## src/display_pkg.sv

```systemverilog
// --------------------
// Shared constants and types for the four-digit seven-segment driver
// --------------------
package display_pkg;

	// Number of digits on the display, digit zero is the least significant
	localparam int NUM_DIGITS = 4;

	// Clock cycles each digit stays selected by the scanner
	localparam int SCAN_DIV = 4;

	// Width of the host write address
	localparam int ADDR_W = 3;

	// Addresses zero to three select the digit registers
	// The control register sits right above them
	localparam int CTRL_ADDR = 4;

	// Bit positions inside the control register
	localparam int CTRL_LAMP_TEST = 0;
	localparam int CTRL_BLANK = 1;
	localparam int CTRL_ZERO_SUPPRESS = 2;

	// One BCD code, codes 10 to 15 are legal and show special glyphs
	typedef logic [3:0] bcd_t;

	// Segment pattern with segment a in bit 6 down to segment g in bit 0
	// The bus is active low, so a zero bit lights its segment
	typedef logic [6:0] seg_t;

	// Every segment dark
	localparam seg_t SEG_OFF = 7'b111_1111;

endpackage

```

## src/display_cfg_if.sv

```systemverilog
// --------------------
// Configuration bundle from the register block to the blanking chain
// --------------------
`timescale 1ns/1ps

interface display_cfg_if;
	import display_pkg::*;

	// Stored BCD value of every digit
	bcd_t digits [NUM_DIGITS];

	// Lights every segment on every digit
	logic lamp_test;

	// Darkens the whole display, wins over lamp test
	logic blank_all;

	// Enables leading zero suppression from the top digit down
	logic zero_suppress;

	// The register block owns every signal of the bundle
	modport regs (
		output digits,
		output lamp_test,
		output blank_all,
		output zero_suppress
	);

	// The decoder chain only reads the configuration
	modport chain (
		input digits,
		input lamp_test,
		input blank_all,
		input zero_suppress
	);

endinterface

```

## src/bcd_seg_decoder.sv

```systemverilog
// --------------------
// BCD to seven-segment decoder with lamp test and ripple blanking
// --------------------
`timescale 1ns/1ps

module bcd_seg_decoder (
	input  display_pkg::bcd_t digit,
	input  logic              lamp_test,
	input  logic              blank_in,
	input  logic              rbi,
	output display_pkg::seg_t seg,
	output logic              rbo
);
	import display_pkg::*;

	// Glyph lookup for the plain digit value
	seg_t glyph;

	// High when the digit holds a zero
	logic is_zero;

	assign is_zero = (digit == 4'd0);

	// Glyph table of the classic part, all codes active low
	// Codes 10 to 14 give the odd partial shapes and code 15 stays dark
	always_comb begin
		unique case (digit)
			4'd0:    glyph = 7'b000_0001;
			4'd1:    glyph = 7'b100_1111;
			4'd2:    glyph = 7'b001_0010;
			4'd3:    glyph = 7'b000_0110;
			4'd4:    glyph = 7'b100_1100;
			4'd5:    glyph = 7'b010_0100;
			4'd6:    glyph = 7'b110_0000;
			4'd7:    glyph = 7'b000_1111;
			4'd8:    glyph = 7'b000_0000;
			4'd9:    glyph = 7'b000_1100;
			4'd10:   glyph = 7'b111_0010;
			4'd11:   glyph = 7'b110_0110;
			4'd12:   glyph = 7'b101_1100;
			4'd13:   glyph = 7'b011_0100;
			4'd14:   glyph = 7'b111_0000;
			default: glyph = SEG_OFF;
		endcase
	end

	// Blanking has the highest priority, then lamp test, then ripple blanking
	always_comb begin
		if (blank_in) begin
			seg = SEG_OFF;
		end else if (lamp_test) begin
			// All segments lit
			seg = '0;
		end else if (!rbi && is_zero) begin
			// A suppressed leading zero goes dark
			seg = SEG_OFF;
		end else begin
			seg = glyph;
		end
	end

	// The zero is passed down the chain only while it is itself suppressed
	// Lamp test keeps every lower digit from blanking
	assign rbo = !(!lamp_test && !rbi && is_zero);

endmodule

```

## src/blanking_chain.sv

```systemverilog
// --------------------
// Decoder chain with ripple blanking from the top digit down
// --------------------
`timescale 1ns/1ps

module blanking_chain (
	display_cfg_if.chain      cfg,
	output display_pkg::seg_t patterns [display_pkg::NUM_DIGITS]
);
	import display_pkg::*;

	// Ripple blanking into and out of every decoder, active low
	logic rbi [NUM_DIGITS];
	logic rbo [NUM_DIGITS];

	generate
		for (genvar i = 0; i < NUM_DIGITS; i++) begin : g_digit

			// The top digit starts the chain when suppression is enabled
			// Digit zero always shows so an all-zero value still reads 0
			// Every other digit listens to the digit above it
			if (i == NUM_DIGITS - 1) begin : g_top
				assign rbi[i] = !cfg.zero_suppress;
			end else if (i == 0) begin : g_last
				assign rbi[i] = 1'b1;
			end else begin : g_mid
				assign rbi[i] = rbo[i + 1];
			end

			bcd_seg_decoder u_dec (
				.digit     (cfg.digits[i]),
				.lamp_test (cfg.lamp_test),
				.blank_in  (cfg.blank_all),
				.rbi       (rbi[i]),
				.seg       (patterns[i]),
				.rbo       (rbo[i])
			);
		end
	endgenerate

	// The ripple outputs of digits one and zero reach no lower decoder
	// that listens, since digit zero ignores the chain

endmodule

```

## src/display_regs.sv

```systemverilog
// --------------------
// Host register block for the digit values and the display controls
// --------------------
`timescale 1ns/1ps

module display_regs (
	input  logic                           clk,
	input  logic                           arst_n,
	input  logic                           wr_en,
	input  logic [display_pkg::ADDR_W-1:0] wr_addr,
	input  logic [7:0]                     wr_data,
	display_cfg_if.regs                    cfg
);
	import display_pkg::*;

	// Decoded write to the control register
	logic ctrl_wr;

	assign ctrl_wr = wr_en && (wr_addr == ADDR_W'(CTRL_ADDR));

	// Digit registers
	// Each digit compares the address against its own index
	// Only the low nibble of the write data carries the BCD code
	always_ff @(posedge clk or negedge arst_n) begin
		if (!arst_n) begin
			for (int i = 0; i < NUM_DIGITS; i++) begin
				cfg.digits[i] <= '0;
			end
		end else if (wr_en) begin
			for (int i = 0; i < NUM_DIGITS; i++) begin
				if (wr_addr == ADDR_W'(i)) begin
					cfg.digits[i] <= wr_data[3:0];
				end
			end
		end
	end

	// Control register
	// Reset leaves lamp test, blanking and suppression all off
	always_ff @(posedge clk or negedge arst_n) begin
		if (!arst_n) begin
			cfg.lamp_test <= 1'b0;
			cfg.blank_all <= 1'b0;
			cfg.zero_suppress <= 1'b0;
		end else if (ctrl_wr) begin
			cfg.lamp_test <= wr_data[CTRL_LAMP_TEST];
			cfg.blank_all <= wr_data[CTRL_BLANK];
			cfg.zero_suppress <= wr_data[CTRL_ZERO_SUPPRESS];
		end
	end

	// Addresses above the control register match neither block above,
	// so writes there fall through without any effect

endmodule

```

## src/display_top.sv

```systemverilog
// --------------------
// Four-digit display driver top level
// --------------------
`timescale 1ns/1ps

module display_top (
	input  logic                               clk,
	input  logic                               arst_n,
	input  logic                               wr_en,
	input  logic [display_pkg::ADDR_W-1:0]     wr_addr,
	input  logic [7:0]                         wr_data,
	output display_pkg::seg_t                  seg,
	output logic [display_pkg::NUM_DIGITS-1:0] digit_sel
);
	import display_pkg::*;

	// Register contents on their way to the decoders
	display_cfg_if cfg ();

	// Decoded pattern of every digit, ready for scanning
	seg_t patterns [NUM_DIGITS];

	// Host writes land here one cycle after the strobe
	display_regs u_regs (
		.clk     (clk),
		.arst_n  (arst_n),
		.wr_en   (wr_en),
		.wr_addr (wr_addr),
		.wr_data (wr_data),
		.cfg     (cfg)
	);

	// Purely combinational decode with leading zero suppression
	blanking_chain u_chain (
		.cfg      (cfg),
		.patterns (patterns)
	);

	// The scanner adds one more register stage, so a write shows
	// within two cycles once its digit comes round, at most
	// NUM_DIGITS times SCAN_DIV cycles later
	scan_mux u_scan (
		.clk       (clk),
		.arst_n    (arst_n),
		.patterns  (patterns),
		.seg       (seg),
		.digit_sel (digit_sel)
	);

endmodule

```

## src/scan_mux.sv

```systemverilog
// --------------------
// Time-multiplexed digit scanner onto the shared segment bus
// --------------------
`timescale 1ns/1ps

module scan_mux (
	input  logic                               clk,
	input  logic                               arst_n,
	input  display_pkg::seg_t                  patterns [display_pkg::NUM_DIGITS],
	output display_pkg::seg_t                  seg,
	output logic [display_pkg::NUM_DIGITS-1:0] digit_sel
);
	import display_pkg::*;

	// Cycles spent on the current digit
	logic [$clog2(SCAN_DIV)-1:0] presc;

	// Digit currently driven onto the bus
	logic [$clog2(NUM_DIGITS)-1:0] digit_idx;

	// Last cycle of the dwell time on one digit
	logic presc_done;

	// Last digit before wrapping back to digit zero
	logic idx_last;

	assign presc_done = (presc == $bits(presc)'(SCAN_DIV - 1));
	assign idx_last = (digit_idx == $bits(digit_idx)'(NUM_DIGITS - 1));

	// Prescaler, restarts every SCAN_DIV cycles
	always_ff @(posedge clk or negedge arst_n) begin
		if (!arst_n) begin
			presc <= '0;
		end else if (presc_done) begin
			presc <= '0;
		end else begin
			presc <= presc + 1'b1;
		end
	end

	// Digit index, steps once per prescaler period
	always_ff @(posedge clk or negedge arst_n) begin
		if (!arst_n) begin
			digit_idx <= '0;
		end else if (presc_done) begin
			if (idx_last) begin
				digit_idx <= '0;
			end else begin
				digit_idx <= digit_idx + 1'b1;
			end
		end
	end

	// Output stage
	// Pattern and select load on the same edge from the same index,
	// so the bus never shows one digit's segments under another's select
	// The pattern reloads every cycle and tracks register writes
	always_ff @(posedge clk or negedge arst_n) begin
		if (!arst_n) begin
			seg <= SEG_OFF;
			// No digit enabled while in reset
			digit_sel <= '1;
		end else begin
			seg <= patterns[digit_idx];
			// One-hot select, active low
			digit_sel <= ~(NUM_DIGITS'(1) << digit_idx);
		end
	end

endmodule

```

## config.mk

```make
export PLATFORM = sky130hd
export DESIGN_NAME = display_top
export DESIGN_NICKNAME = d
export VERILOG_FILES = /design/src/display_pkg.sv /design/src/display_cfg_if.sv /design/src/bcd_seg_decoder.sv /design/src/blanking_chain.sv /design/src/display_regs.sv /design/src/display_top.sv /design/src/scan_mux.sv
export SDC_FILE = /design/constraint.sdc
export NUM_CORES = 1
export LEC_CHECK = 0
export BUFFER_PORTS_ARGS = -buffer_cell sky130_fd_sc_hd__buf_2
export CAP_MARGIN = 20
export CORE_UTILIZATION = 35
export CTS_CLUSTER_SIZE = 20
export DETAILED_ROUTE_END_ITERATION = 8
export MAX_ROUTING_LAYER = met4
export PLACE_DENSITY = 0.54
export SLEW_MARGIN = 40
export SYNTH_ARGS = -nofsm -noshare
export SYNTH_HDL_FRONTEND = slang
export SYNTH_SLANG_ARGS = --single-unit
export TNS_END_PERCENT = 10
```

## constraint.sdc

```tcl
create_clock -name clk -period 2.15 [get_ports clk]
set_input_delay 0.43 -clock clk [delete_from_list [all_inputs] [get_ports clk]]
set_output_delay 0.43 -clock clk [all_outputs]
set_load 0.1 [all_outputs]
```

==> results_dict.tcl <==
set metrics [dict create \
    hold_viol_final 0 \
    cpLargestDelayFamily "compound AO/OA/AOI/OAI gates" \
    drt-vias-per-instance 5.18 \
    yosys.area_share.simple 0.148 \
    postPlaceCellArea_sq_um 2570 \
    syn-cell-area_sq_um 2280 \
    insertion_delay_ps 290 \
    grt_pass1_vias 1547 \
    syn_to_final_growth_pct 17.7 \
    hold_buffers 0 \
    antenna_found_initial 0 \
    p_per_area_nw_per_um2 968 \
    clk_pin_slew_ps 70 \
    crit_path_max_incr_delay_ps 380 \
    post_cts_buffers 0 \
    n_antenna_cell 0 \
    drv_slew 0 \
    grt.overflow.total 0 \
    finalInstanceArea_sq_um 2680 \
    setup_viol 0 \
    numCtsBuffers 5 \
    max-cap-violations 0 \
    min_period_over_period 0.921 \
    drive_gt1_frac 0.313 \
    path_cells "inv_1 -> ha_1 -> nor4b_1 -> buf_4 -> and2_1 -> buf_12 -> nor3_2 -> a311o_1 -> a31oi_1" \
    muxShareOfSynthArea 0.0971 \
    yosys_register_bits 34 \
    placementRows 29 \
    maxSlewHeadroom 0.660 \
    critPathCaptureType "register" \
    htree_num_levels 2 \
    drt-initial-drc-count 51 \
    synth_xor_xnor_area_share 0 \
    wirelength_mm 4.98 \
    ant_nets 0 \
    fin_skew_ps 7.80 \
    avgSynthCellArea_sq_um 9.66 \
    grt_max_degree 35 \
    status "completed" \
    grt_usage 0.163 \
    final_nets 308 \
    period_minus_slack_ps 1980 \
    timing.setup.critical_path_class "register to register" \
    cts.sinks 34 \
    grt_pass1_wl_mm 7.85 \
    ir_drop_mv 0.716 \
    gp_congestion 0.867 \
    worst_pin_slew_ps 497 \
    dr.pass1.iters 4 \
    numPortBuffers 20 \
    synth_top_family_by_area "compound AO/OA/AOI/OAI gates" \
    critical_path.slowest_cell "dfrtp_1" \
    start_util 0.361 \
    yosysSeqAreaShare 0.379 \
    dieArea_sq_um 6840 \
    cts_tree "yes" \
    critPathRequiredTime_ps 2360 \
    coreArea_sq_um 6310 \
    reg2reg_slack_ps 170 \
    synth_fa_ha_area_frac 0.126 \
    vias 1807 \
    ctsRootBufferMaster "clkbuf_8" \
    tns_ps 0 \
    yosysWarnings 0 \
    synth_nets 273 \
    synth_compound_area_frac 0.191 \
    ios 25 \
    die_h_microns 82.7 \
    dp_hpwl_mm 3.89 \
    synthCells 236 \
    rsz0062_at_grt "false" \
    fmax_mhz 505 \
    wl_per_cell_microns 14.3 \
    ctsResizeCount 0 \
    cp_num_buf_inv 3 \
    min_path_type "primary input to async pin" \
    cp-start-kind "register" \
    cp.arrival_ps 2190 \
    die_w_microns 82.7 \
    synth_cell_types 47 \
    crit_fanout 10 \
    p_leak_nw 1.19 \
    drc 0 \
    cts.path.max_buffers 2 \
]
metrics by stage:
step | worst slack (ps) | hold slack (ps) | total power (W) | cells | util
3_3_place_gp | 161 | 414 | 0.00209 | 341 | 0.408
4_1_cts | 122 | 240 | 0.00261 | 349 | 0.423
6_report | 169 | 75.5 | 0.00260 | 349 | 0.425
3_5_place_dp | 143 | 427 | 0.00210 | 341 | 0.408
5_1_grt | 54.1 | 107 | 0.00278 | 349 | 0.425
2_1_floorplan | 263 | 134 | 0.00181 | 236 | -
power by group:
part	internal (W)	total, W	switching [W]
clock network	0.000257	0.000496	0.000239
logic	0.000435	0.00121	0.000772
registers	0.000790	0.000896	0.000107
total	0.00148	0.00260	0.00112
area by class of cell:
class	instances	area, sq um
tap	77	96.3
multi-input combinational	172	1290
sequential	34	865
clock inverter	2	12.5
inverter	18	67.6
timing repair buffer	40	265
fill	636	3630
clock buffer	6	82.6
synthesized netlist by cell type, drive strengths merged:
master   number  share of area
a2111oi       5          0.019
a211o         4          0.016
a21boi        1         0.0033
a21o          1         0.0038
a21oi        12          0.026
a22o          1         0.0044
a22oi         1         0.0033
a311o         1         0.0044
a311oi        1         0.0038
a31o          1         0.0038
a31oi         3         0.0082
a32oi         1         0.0038
and2          1         0.0027
and3b         1         0.0038
buf           4          0.015
clkbuf        8          0.013
dfrtp        23           0.25
dfstp        11           0.13
ha           23           0.13
inv          18          0.030
mux2         15          0.074
mux2i         3          0.013
mux4          1         0.0099
nand2        20          0.033
nand2b        5          0.014
nand3         4         0.0088
nor2         16          0.026
nor2b         7          0.019
nor3          5          0.013
nor3b         2         0.0066
nor4b         1         0.0038
nor4bb        1          0.011
o211ai        4          0.013
o21a          1         0.0033
o21ai        20          0.044
o21bai        1         0.0033
o221ai        1         0.0038
o311a         1         0.0049
o311ai        4          0.015
o31ai         1         0.0033
or3           2         0.0060
path summary, 6_finish.rpt:
| check | startpoint | cells past startpoint | end |
|---|---|---|---|
| min in group clk | u_scan.presc[0] | 1 | u_scan.presc[0] |
| min reg2reg | u_scan.presc[0] | 1 | u_scan.presc[0] |
| min | arst_n | 1 | u_scan.presc[1] |
| max reg2reg | u_regs.cfg.digits[5] | 9 | u_scan.seg[6] |
| max in group asynchronous | arst_n | 1 | u_scan.seg[6] |
| max | u_regs.cfg.digits[5] | 9 | u_scan.seg[6] |
state kept, by name, indices dropped and copies added, names as in the netlist:
name	flops
u_regs.cfg.lamp_test	1
u_regs.cfg.digits	16
u_regs.cfg.zero_suppress	1
u_scan.seg	7
u_scan.presc	2
u_scan.digit_sel	4
u_scan.digit_idx	2
u_regs.cfg.blank_all	1
routing by layer:
metal,routed length (microns),up-vias,GRT usage
met5,0,-,-
met4,65,0,0.0466
met3,213,6,0.0363
met2,2120,47,0.232
met1,2580,836,0.229
li1,-,918,-
cells by family (layout without fill, tap and decap cells):
group	after synthesis	after routing
AOI/OAI and AO/OA	65	65
and+or+nand+nor	65	65
DFF	34	34
buffers and inverters	30	66
adders and majority gates	23	23
muxes	19	19
layout by cell type, fill, tap and decap left out, drive strengths merged, types with 2 or more instances in the layout:
master   netlist  final
ha            23     23
buf            4     40
nor2b          7      7
or3            2      2
inv           18     18
o311ai         4      4
dfrtp         23     23
nor3b          2      2
mux2          15     15
nand3          4      4
a21oi         12     12
o211ai         4      4
nand2         20     20
a2111oi        5      5
nor3           5      5
a211o          4      4
o21ai         20     20
mux2i          3      3
nand2b         5      5
dfstp         11     11
a31oi          3      3
nor2          16     16
clkbuf         8      6
(Power assumes the default switching activity.)
